[config.mk]
export PLATFORM = sky130hd
export DESIGN_NAME = rv_decode_exec
export DESIGN_NICKNAME = d
export VERILOG_FILES = /design/src/common/rv_isa_pkg.sv /design/src/common/rv_ctrl_pkg.sv /design/src/decode/main_decoder.sv /design/src/logic/alu.sv /design/src/logic/operand_select.sv /design/src/logic/reg_file.sv /design/src/logic/rv_decode_exec.sv
export SDC_FILE = /design/constraint.sdc
export NUM_CORES = 2
export LEC_CHECK = 0
export BUFFER_PORTS_ARGS = -buffer_cell sky130_fd_sc_hd__buf_2
export CORE_ASPECT_RATIO = 0.9
export CORE_MARGIN = 8
export CORE_UTILIZATION = 55
export CTS_CLUSTER_SIZE = 8
export DETAILED_ROUTE_END_ITERATION = 8
export PLACE_DENSITY_LB_ADDON = 0.15
export SYNTH_ARGS = -nofsm -noshare
export SYNTH_HDL_FRONTEND = slang
export SYNTH_SLANG_ARGS = --single-unit
[constraint.sdc]
create_clock -name clk_i -period 29.8 [get_ports clk_i]
set_input_delay 2.98 -clock clk_i [delete_from_list [all_inputs] [get_ports clk_i]]
set_output_delay 2.98 -clock clk_i [all_outputs]
set_load 0.02 [all_outputs]
[src/common/rv_isa_pkg.sv]
`default_nettype none

package rv_isa_pkg;

  typedef enum logic [6:0] {
    opc_load     = 7'b0000011,
    opc_misc_mem = 7'b0001111,
    opc_op_imm   = 7'b0010011,
    opc_auipc    = 7'b0010111,
    opc_store    = 7'b0100011,
    opc_op       = 7'b0110011,
    opc_lui      = 7'b0110111,
    opc_branch   = 7'b1100011,
    opc_jalr     = 7'b1100111,
    opc_jal      = 7'b1101111,
    opc_system   = 7'b1110011
  } opcode_e;

  typedef enum logic [2:0] {
    ldst_b  = 3'b000,
    ldst_h  = 3'b001,
    ldst_w  = 3'b010,
    ldst_bu = 3'b100,
    ldst_hu = 3'b101
  } ldst_size_e;

  // {class, funct3}; class 00 plain, 01 alternate, 11 compare.
  typedef enum logic [4:0] {
    alu_add  = 5'b00_000, alu_sll  = 5'b00_001, alu_slt  = 5'b00_010,
    alu_sltu = 5'b00_011, alu_xor  = 5'b00_100, alu_srl  = 5'b00_101,
    alu_or   = 5'b00_110, alu_and  = 5'b00_111, alu_sub  = 5'b01_000,
    alu_sra  = 5'b01_101, alu_eq   = 5'b11_000, alu_ne   = 5'b11_001,
    alu_lt   = 5'b11_100, alu_ge   = 5'b11_101, alu_ltu  = 5'b11_110,
    alu_geu  = 5'b11_111
  } alu_op_e;

  localparam logic [6:0]  funct7_base = 7'b0000000;
  localparam logic [6:0]  funct7_alt  = 7'b0100000;
  localparam logic [11:0] mret_imm    = 12'b0011000_00010;

endpackage

`default_nettype wire

[src/common/rv_ctrl_pkg.sv]
`default_nettype none

package rv_ctrl_pkg;

  localparam int xlen       = 32;
  localparam int reg_addr_w = 5;

  typedef enum logic [1:0] {
    op_a_rs1, op_a_curr_pc, op_a_zero
  } op_a_sel_e;

  typedef enum logic [2:0] {
    op_b_rs2, op_b_imm_i, op_b_imm_u, op_b_imm_s, op_b_incr
  } op_b_sel_e;

  typedef enum logic {
    wb_ex_result, wb_lsu_data
  } wb_src_e;

  typedef enum logic [1:0] {
    jalr_none, jalr_rs1, jalr_mepc, jalr_mtvec
  } jalr_sel_e;

  typedef enum logic [2:0] {
    csr_none = 3'd0,
    csr_rw   = 3'd1,
    csr_rc   = 3'd2,
    csr_rs   = 3'd3,
    csr_int  = 3'd4 // bit 2 flags the interrupt.
  } csr_op_e;

  typedef struct packed {
    op_a_sel_e              op_a_sel;
    op_b_sel_e              op_b_sel;
    rv_isa_pkg::alu_op_e    alu_op;
    logic                   mem_req;
    logic                   mem_we;
    rv_isa_pkg::ldst_size_e mem_size;
    logic                   gpr_we;
    wb_src_e                wb_src;
    logic                   illegal;
    logic                   branch;
    logic                   jal;
    jalr_sel_e              jalr;
    logic                   int_rst;
    logic                   csr;
    csr_op_e                csr_op;
  } decode_ctrl_t;

endpackage

`default_nettype wire

[src/decode/main_decoder.sv]
`timescale 1ns/1ns
`default_nettype none

module main_decoder (
  input  logic                      clk_i,
  input  logic                      rst_i,
  input  logic [31:0]               instr_i,
  input  logic                      lsu_stall_i,
  input  logic                      int_i,
  output rv_ctrl_pkg::decode_ctrl_t ctrl_o,
  output logic                      enpc_o
);
  import rv_isa_pkg::*;
  import rv_ctrl_pkg::*;

  logic [2:0] funct3;
  logic [6:0] funct7;
  logic       int_buf;
  logic       int_pulse;

  assign funct3    = instr_i[14:12];
  assign funct7    = instr_i[31:25];
  assign enpc_o    = ~lsu_stall_i;
  assign int_pulse = int_i & int_buf; // int_i just rose.

  always_ff @(posedge clk_i or posedge rst_i) begin
    if (rst_i) begin
      int_buf <= 1'b0;
    end else begin
      int_buf <= ~int_i;
    end
  end

  always_comb begin
    ctrl_o.op_a_sel = op_a_rs1;
    ctrl_o.op_b_sel = op_b_rs2;
    ctrl_o.alu_op   = alu_add;
    ctrl_o.mem_req  = 1'b0;
    ctrl_o.mem_we   = 1'b0;
    ctrl_o.mem_size = ldst_b;
    ctrl_o.gpr_we   = 1'b0;
    ctrl_o.wb_src   = wb_ex_result;
    ctrl_o.illegal  = 1'b0;
    ctrl_o.branch   = 1'b0;
    ctrl_o.jal      = 1'b0;
    ctrl_o.jalr     = jalr_none;
    ctrl_o.int_rst  = 1'b0;
    ctrl_o.csr      = 1'b0;
    ctrl_o.csr_op   = csr_none;

    case (instr_i[6:0])
      opc_load: begin
        ctrl_o.op_b_sel = op_b_imm_i;
        ctrl_o.mem_req  = 1'b1;
        ctrl_o.mem_size = ldst_size_e'(funct3);
        ctrl_o.gpr_we   = 1'b1;
        ctrl_o.wb_src   = wb_lsu_data;
        if (!(funct3 inside {ldst_b, ldst_h, ldst_w, ldst_bu, ldst_hu})) begin
          ctrl_o.illegal  = 1'b1;
          ctrl_o.mem_size = ldst_b;
          ctrl_o.mem_req  = 1'b0;
        end
      end
      opc_misc_mem: begin
      end // fence is a nop here.
      opc_op_imm: begin
        ctrl_o.op_b_sel = op_b_imm_i;
        ctrl_o.gpr_we   = 1'b1;
        ctrl_o.alu_op   = alu_op_e'({2'b00, funct3});
        if (funct3 == 3'b101 && funct7 == funct7_alt) begin
          ctrl_o.alu_op = alu_sra;
        end
        if (funct3 == 3'b001) begin
          ctrl_o.illegal = (funct7 != funct7_base);
        end else if (funct3 == 3'b101) begin
          ctrl_o.illegal = (funct7 != funct7_base) && (funct7 != funct7_alt);
        end
      end
      opc_auipc: begin
        ctrl_o.op_a_sel = op_a_curr_pc;
        ctrl_o.op_b_sel = op_b_imm_u;
        ctrl_o.gpr_we   = 1'b1;
      end
      opc_store: begin
        ctrl_o.op_b_sel = op_b_imm_s;
        ctrl_o.mem_req  = 1'b1;
        ctrl_o.mem_we   = 1'b1;
        ctrl_o.mem_size = ldst_size_e'(funct3);
        if (!(funct3 inside {ldst_b, ldst_h, ldst_w})) begin
          ctrl_o.illegal  = 1'b1;
          ctrl_o.mem_size = ldst_b;
          ctrl_o.mem_req  = 1'b0;
          ctrl_o.mem_we   = 1'b0;
        end
      end
      opc_op: begin
        ctrl_o.gpr_we = 1'b1;
        ctrl_o.alu_op = alu_op_e'({2'b00, funct3});
        if (funct7 == funct7_alt) begin
          ctrl_o.alu_op  = alu_op_e'({2'b01, funct3});
          ctrl_o.illegal = !(funct3 inside {3'b000, 3'b101}); // sub and sra only.
        end else begin
          ctrl_o.illegal = (funct7 != funct7_base);
        end
      end
      opc_lui: begin
        ctrl_o.op_a_sel = op_a_zero;
        ctrl_o.op_b_sel = op_b_imm_u;
        ctrl_o.gpr_we   = 1'b1;
      end
      opc_branch: begin
        ctrl_o.alu_op = alu_op_e'({2'b11, funct3});
        ctrl_o.branch = 1'b1;
        if (funct3 inside {3'b010, 3'b011}) begin
          ctrl_o.illegal = 1'b1;
          ctrl_o.alu_op  = alu_eq;
        end
      end
      opc_jalr, opc_jal: begin
        ctrl_o.op_a_sel = op_a_curr_pc; // link value pc + 4.
        ctrl_o.op_b_sel = op_b_incr;
        ctrl_o.gpr_we   = 1'b1;
        if (instr_i[3]) begin
          ctrl_o.jal = 1'b1;
        end else begin
          ctrl_o.jalr    = jalr_rs1;
          ctrl_o.illegal = (funct3 != 3'b000);
        end
      end
      opc_system: begin
        ctrl_o.op_b_sel = op_b_incr;
        case (funct3)
          3'b000: begin
            if (instr_i[31:20] == mret_imm) begin
              ctrl_o.jalr    = jalr_mepc;
              ctrl_o.int_rst = 1'b1;
            end else begin
              ctrl_o.illegal = 1'b1;
            end
          end
          3'b001: begin
            ctrl_o.csr    = 1'b1;
            ctrl_o.csr_op = csr_rw;
          end
          3'b010: begin
            ctrl_o.csr    = 1'b1;
            ctrl_o.csr_op = csr_rs;
          end
          3'b011: begin
            ctrl_o.csr    = 1'b1;
            ctrl_o.csr_op = csr_rc;
          end
          default: ctrl_o.illegal = 1'b1;
        endcase
      end
      default: ctrl_o.illegal = 1'b1;
    endcase

    if (int_pulse) begin
      ctrl_o.jalr   = jalr_mtvec;
      ctrl_o.csr_op = csr_op_e'(ctrl_o.csr_op | csr_int);
    end
    ctrl_o.gpr_we = ctrl_o.gpr_we & enpc_o; // no write while stalled.
  end

endmodule

`default_nettype wire

[src/logic/alu.sv]
`timescale 1ns/1ns
`default_nettype none

module alu (
  input  rv_isa_pkg::alu_op_e           op_i,
  input  logic                          branch_i,
  input  logic [rv_ctrl_pkg::xlen-1:0] a_i,
  input  logic [rv_ctrl_pkg::xlen-1:0] b_i,
  output logic [rv_ctrl_pkg::xlen-1:0] result_o,
  output logic                          flag_o
);
  import rv_isa_pkg::*;
  import rv_ctrl_pkg::*;

  logic [4:0] shamt;
  logic       lt;
  logic       ltu;
  logic       cmp;

  assign shamt = b_i[4:0];
  assign lt    = $signed(a_i) < $signed(b_i);
  assign ltu   = a_i < b_i;

  always_comb begin
    result_o = '0;
    case (op_i)
      alu_add:  result_o = a_i + b_i;
      alu_sub:  result_o = a_i - b_i;
      alu_sll:  result_o = a_i << shamt;
      alu_slt:  result_o = {{(xlen-1){1'b0}}, lt};
      alu_sltu: result_o = {{(xlen-1){1'b0}}, ltu};
      alu_xor:  result_o = a_i ^ b_i;
      alu_srl:  result_o = a_i >> shamt;
      alu_sra:  result_o = $signed(a_i) >>> shamt;
      alu_or:   result_o = a_i | b_i;
      alu_and:  result_o = a_i & b_i;
      default:  result_o = '0; // compares give zero.
    endcase
  end

  always_comb begin
    case (op_i)
      alu_eq:  cmp = (a_i == b_i);
      alu_ne:  cmp = (a_i != b_i);
      alu_lt:  cmp = lt;
      alu_ge:  cmp = ~lt;
      alu_ltu: cmp = ltu;
      alu_geu: cmp = ~ltu;
      default: cmp = 1'b0;
    endcase
  end

  assign flag_o = cmp & branch_i; // taken only for a branch.

endmodule

`default_nettype wire

[src/logic/operand_select.sv]
`timescale 1ns/1ns
`default_nettype none

module operand_select (
  input  rv_ctrl_pkg::decode_ctrl_t     ctrl_i,
  input  logic [rv_ctrl_pkg::xlen-1:0] instr_i,
  input  logic [rv_ctrl_pkg::xlen-1:0] pc_i,
  input  logic [rv_ctrl_pkg::xlen-1:0] rs1_data_i,
  input  logic [rv_ctrl_pkg::xlen-1:0] rs2_data_i,
  output logic [rv_ctrl_pkg::xlen-1:0] op_a_o,
  output logic [rv_ctrl_pkg::xlen-1:0] op_b_o
);
  import rv_ctrl_pkg::*;

  logic [xlen-1:0] imm_i;
  logic [xlen-1:0] imm_s;
  logic [xlen-1:0] imm_u;

  assign imm_i = {{20{instr_i[31]}}, instr_i[31:20]};
  assign imm_s = {{20{instr_i[31]}}, instr_i[31:25], instr_i[11:7]};
  assign imm_u = {instr_i[31:12], 12'b0};

  always_comb begin
    case (ctrl_i.op_a_sel)
      op_a_rs1:     op_a_o = rs1_data_i;
      op_a_curr_pc: op_a_o = pc_i;
      default:      op_a_o = '0;
    endcase
  end

  always_comb begin
    case (ctrl_i.op_b_sel)
      op_b_rs2:   op_b_o = rs2_data_i;
      op_b_imm_i: op_b_o = imm_i;
      op_b_imm_u: op_b_o = imm_u;
      op_b_imm_s: op_b_o = imm_s;
      op_b_incr:  op_b_o = xlen'(4); // next instruction.
      default:    op_b_o = '0;
    endcase
  end

endmodule

`default_nettype wire

[src/logic/reg_file.sv]
`timescale 1ns/1ns
`default_nettype none

module reg_file (
  input  logic                               clk_i,
  input  logic                               rst_i,
  input  logic [rv_ctrl_pkg::reg_addr_w-1:0] rs1_addr_i,
  input  logic [rv_ctrl_pkg::reg_addr_w-1:0] rs2_addr_i,
  output logic [rv_ctrl_pkg::xlen-1:0]       rs1_data_o,
  output logic [rv_ctrl_pkg::xlen-1:0]       rs2_data_o,
  input  logic                               we_i,
  input  rv_ctrl_pkg::wb_src_e               wb_src_i,
  input  logic [rv_ctrl_pkg::reg_addr_w-1:0] rd_addr_i,
  input  logic [rv_ctrl_pkg::xlen-1:0]       ex_result_i,
  input  logic [rv_ctrl_pkg::xlen-1:0]       lsu_data_i,
  output logic [rv_ctrl_pkg::xlen-1:0]       wb_data_o
);
  import rv_ctrl_pkg::*;

  logic [xlen-1:0] regs [2**reg_addr_w];

  assign wb_data_o  = (wb_src_i == wb_lsu_data) ? lsu_data_i : ex_result_i;
  assign rs1_data_o = (rs1_addr_i == '0) ? '0 : regs[rs1_addr_i];
  assign rs2_data_o = (rs2_addr_i == '0) ? '0 : regs[rs2_addr_i];

  always_ff @(posedge clk_i or posedge rst_i) begin
    if (rst_i) begin
      for (int i = 0; i < 2**reg_addr_w; i++) begin
        regs[i] <= '0;
      end
    end else if (we_i && rd_addr_i != '0) begin
      regs[rd_addr_i] <= wb_data_o;
    end
  end

endmodule

`default_nettype wire

[src/logic/rv_decode_exec.sv]
`timescale 1ns/1ns
`default_nettype none

module rv_decode_exec (
  input  logic                          clk_i,
  input  logic                          rst_i,
  input  logic [rv_ctrl_pkg::xlen-1:0] instr_i,
  input  logic [rv_ctrl_pkg::xlen-1:0] pc_i,
  input  logic                          lsu_stall_i,
  input  logic                          int_i,
  input  logic [rv_ctrl_pkg::xlen-1:0] lsu_rdata_i,
  output rv_ctrl_pkg::decode_ctrl_t     ctrl_o,
  output logic [rv_ctrl_pkg::xlen-1:0] alu_result_o,
  output logic                          branch_taken_o,
  output logic [rv_ctrl_pkg::xlen-1:0] mem_addr_o,
  output logic [rv_ctrl_pkg::xlen-1:0] mem_wdata_o,
  output logic [rv_ctrl_pkg::xlen-1:0] wb_data_o,
  output logic                          wb_we_o,
  output logic                          enpc_o
);
  import rv_ctrl_pkg::*;

  decode_ctrl_t    ctrl;
  logic [xlen-1:0] rs1_data;
  logic [xlen-1:0] rs2_data;
  logic [xlen-1:0] op_a;
  logic [xlen-1:0] op_b;

  assign ctrl_o      = ctrl;
  assign wb_we_o     = ctrl.gpr_we;
  assign mem_addr_o  = alu_result_o; // rs1 + imm for loads and stores.
  assign mem_wdata_o = rs2_data;

  main_decoder main_decoder_i (
    .clk_i       (clk_i),
    .rst_i       (rst_i),
    .instr_i     (instr_i),
    .lsu_stall_i (lsu_stall_i),
    .int_i       (int_i),
    .ctrl_o      (ctrl),
    .enpc_o      (enpc_o)
  );

  reg_file reg_file_i (
    .clk_i       (clk_i),
    .rst_i       (rst_i),
    .rs1_addr_i  (instr_i[19:15]),
    .rs2_addr_i  (instr_i[24:20]),
    .rs1_data_o  (rs1_data),
    .rs2_data_o  (rs2_data),
    .we_i        (ctrl.gpr_we),
    .wb_src_i    (ctrl.wb_src),
    .rd_addr_i   (instr_i[11:7]),
    .ex_result_i (alu_result_o),
    .lsu_data_i  (lsu_rdata_i),
    .wb_data_o   (wb_data_o)
  );

  operand_select operand_select_i (
    .ctrl_i     (ctrl),
    .instr_i    (instr_i),
    .pc_i       (pc_i),
    .rs1_data_i (rs1_data),
    .rs2_data_i (rs2_data),
    .op_a_o     (op_a),
    .op_b_o     (op_b)
  );

  alu alu_i (
    .op_i     (ctrl.alu_op),
    .branch_i (ctrl.branch),
    .a_i      (op_a),
    .b_i      (op_b),
    .result_o (alu_result_o),
    .flag_o   (branch_taken_o)
  );

endmodule

`default_nettype wire

==> impl_metrics.csv <==
group,metric,value,unit
synth,synth_edf_count,0,
synth,synth_area_leaders,"dfrtp_1, mux4_2, o21ai_0",
worst_hold_path,hold_depth,0,
setup_path,end_kind,"primary output",
synth,async_reset_ff_share,100,%
sta,rsz0062_at_grt,"false",
global_route,globalRouteOverflowTotal,0,
placement,place_ws,15300,ps
placement,place_area,66000,um2
power,ir_worst_vdd,64.2,uV
job,drv_cap,0,
cts,post_cts_buffers,0,
final_layout,multi_input_area,35400,um2
sta,tightest_slew,1360,ps
cts,clk_pin_slew,50,ps
synth,ys_seq_elements,1025,
final_layout,seqCellArea,25600,um2
routing,drcViolationCount,0,
setup_path,crit_fanout,49,
setup_path,worstPathRequired,26820,ps
synth,synth_flop_cell,"dfrtp_1",
setup_path,slowest_stage,"buf_4",
synth,synth-warning-count,0,
final_layout,final_cell_area,70100,um2
global_route,grt_pass1_vias,53600,
cts,postCtsHoldBufs,0,
final_layout,drive_gt1_share,19.9,%
synth,syn_inst,6441,
placement,gp_congestion,1.11,
sta,maxSlewViolCount,0,
die,dieArea,128000,um2
die,io_pins,258,
cts,clk_latency,790,ps
setup_path,slowest_delay,820,ps
power,clkPwrFrac,45.9,%
die,rows,119,
routing,post_drt_wl_per_cell,34.2,um
setup_path,worstPathArrival,11760,ps
power,p_per_area,48.0,nW/um2
run_status,status,"completed",
cts,cts_sinks,1025,
final_layout,syn_to_final_growth,9.32,%
die,die_h,340,um
synth,synth_cell_types,98,
cts,cts_htree_levels,4,
placement,dp_hpwl,176000,um
sta,slew_headroom,8.02,%
cts,clk_path_buf_depth,3,
global_route,grt_max_degree,90,
die,die_w,376,um
setup_path,startpoint_type,"primary input",
final_layout,nNetsFinal,6514,
global_route,track_usage,41.7,%
placement,numPortBuffers,257,
sta,fmax,67.8,MHz
synth,synth_top_area_share,40.0,%
routing,ant_nets,0,
sta,worst_slack,15060,ps
setup_path,crit_type,"primary input to primary output",
power,combPwrFrac,12.0,%
global_route,grt_pass1_wl,390000,um
setup_path,crit_chain,"buf_8 -> buf_4 -> buf_4 -> mux4_2 -> mux4_2 -> mux2i_1 -> nor2_1 -> a221oi_1 -> ha_1 -> nor3_1 -> and3_1 -> o311ai_0 -> a31oi_1 -> nand2_1 -> a32oi_1 -> a311oi_1 -> a221o_1 -> o21ai_0 -> o2111ai_1 -> mux2i_2 -> buf_4 -> inv_1 -> buf_2",
synth,syn_avg_cell_area,9.96,um2
cts,ctsResizeCount,0,
setup_path,ff2ff_path_depth,19,
die,fp.coreArea,116000,um2
power,p_int,2.43,mW
routing,drtIter0Drc,8178,
sta,min_period,14740,ps
synth,syn_area,64100,um2
cts,cts_root_buf,"clkbuf_16",
cts,cts_buffers,147,
power,seqPwrFrac,42.0,%
routing,routed_wl,270000,um
worst_hold_path,hold_class,"register to register",
synth,yosys.area.top_type,"dfrtp_1",
power,p_sw_share,27.7,%
sta,finalCritPeriodShare,49.5,%
power,total_power,3.36,mW
sta,finClkSkew,41.1,ps
sta,hold_slack,390,ps
routing,drt_first_pass_iters,7,
routing,dr_total_vias,56100,
routing,viasPerCell,7.09,
synth,synth_fp_nets,6648,
global_route,antenna_found_initial,12,
sta,finalHoldViolCount,0,
cts,cts_tree,"done",
die,start_util,55.2,%
sta,finalSetupTns,0,ps
sta,setup_viol,0,
synth,ys_seq_area_share,40.0,%
final_layout,n_fill_cell,9767,
power,power.leakage,30.5,nW
power,power_switching,931,uW
setup_path,critPathMostFrequentCell,"buf_4",
metal layers:
layer	up-vias	routed length (um)	GRT usage (%)
met5	-	65	0
met4	10	19100	24.5
met3	828	33900	13.5
met2	3888	112000	58.0
met1	28100	105000	57.2
li1	23200	-	-
layout make-up:
class / instances / area share (%)
inverter: 147 / 0.801
multi-input combinational: 4591 / 50.5
clock buffer: 152 / 5.41
timing repair buffer: 395 / 3.42
antenna: 8 / 0.0286
sequential: 1025 / 36.6
tap: 1573 / 2.81
clock inverter: 13 / 0.423
cell families after synthesis:
kind of cell	share of synthesized area (%)
AOI/OAI and AO/OA	16.6
xor gates and xnor gates	0.191
adders and majority gates	2.11
buffers and inverters	5.60
DFF	40.0
muxes	23.2
and+or+nand+nor	12.3
state kept, by name (all words and copies together) (netlist names):
register / count
main_decoder_i.int_buf: 1
reg_file_i.regs: 1024
synth_stat cells, drive strengths merged, types with 11 or more instances:
| cell | instances |
|---|---|
| o2111ai | 11 |
| a21boi | 12 |
| and2 | 24 |
| inv | 143 |
| a2111oi | 12 |
| a221oi | 40 |
| o22ai | 54 |
| o21ai | 1116 |
| a211o | 15 |
| mux4 | 562 |
| buf | 224 |
| o2bb2ai | 12 |
| a311oi | 12 |
| nand3 | 61 |
| o211ai | 44 |
| a221o | 11 |
| nor2b | 23 |
| mux2i | 205 |
| nand2b | 23 |
| nor4 | 14 |
| or2 | 15 |
| nand2 | 1267 |
| a31oi | 28 |
| nor3 | 87 |
| ha | 105 |
| or3 | 16 |
| mux2 | 14 |
| a21oi | 174 |
| a211oi | 59 |
| and3 | 18 |
| a2111o | 17 |
| o31ai | 28 |
| o21bai | 14 |
| dfrtp | 1025 |
| o221ai | 29 |
| nor2 | 268 |
| clkbuf | 454 |
| a22oi | 25 |
| a21o | 17 |
| nand4 | 16 |
worst paths after layout:
| path | startpoint | endpoint | slack (ps) |
|---|---|---|---|
| max in group asynchronous | rst_i | reg_file_i.regs[802] | 23880 |
| worst min register to register | reg_file_i.regs[1014] | reg_file_i.regs[1014] | 390 |
| worst min-delay path | reg_file_i.regs[1014] | reg_file_i.regs[1014] | 390 |
| min in group asynchronous | rst_i | reg_file_i.regs[842] | 2190 |
| worst max-delay path | instr_i[20] | wb_data_o[26] | 15060 |
| worst max register to register | reg_file_i.regs[513] | reg_file_i.regs[733] | 22070 |
through the flow:
stage,instances,util (%)
4_1_cts,7896,60.3
5_1_grt,7896,60.3
2_1_floorplan,6441,-
3_5_place_dp,7731,56.8
6_report,7904,60.3
3_3_place_gp,7730,56.7
placed cells by master (no fill, tap or decap), types with 17 or more instances in the layout:
cell type and instances:
clkbuf_16 151, mux4_2 562, nand2_1 1235, o21ai_0 1059, a22oi_1 25, dfrtp_1 1025, a21oi_1 173, a211oi_1 59
buf_2 248, inv_1 132, and2_1 22, buf_4 139, o21ai_1 47, ha_1 105, nor3_1 84, o211ai_1 44
o22ai_1 54, a2111o_1 17, o31ai_1 25, nand2b_1 23, nor2_1 264, a31oi_1 28, and3_1 18, nand3_1 61
nand2_4 31, nor2b_1 23, a21o_1 17, a221oi_1 40, o221ai_1 26, mux2i_1 185
power by group through the flow:
| stage | combinational [mW] | clock [mW] | sequential (mW) |
|---|---|---|---|
| after floorplan | 0.251 | 0 | 1.44 |
| after global placement | 0.392 | 0 | 1.44 |
| after detailed placement | 0.392 | 0 | 1.44 |
| after CTS | 0.393 | 1.55 | 1.41 |
| after global routing | 0.422 | 1.61 | 1.41 |
| final | 0.405 | 1.54 | 1.41 |
worst max-delay path, delay by kind of cell:
family,cells,cell delay (ps)
buf+inv,6,2540
compound gates,8,3210
simple gates,4,670
fa+ha+maj,1,450
mux,4,1770
Note: power is estimated with default switching activity, not from simulation.
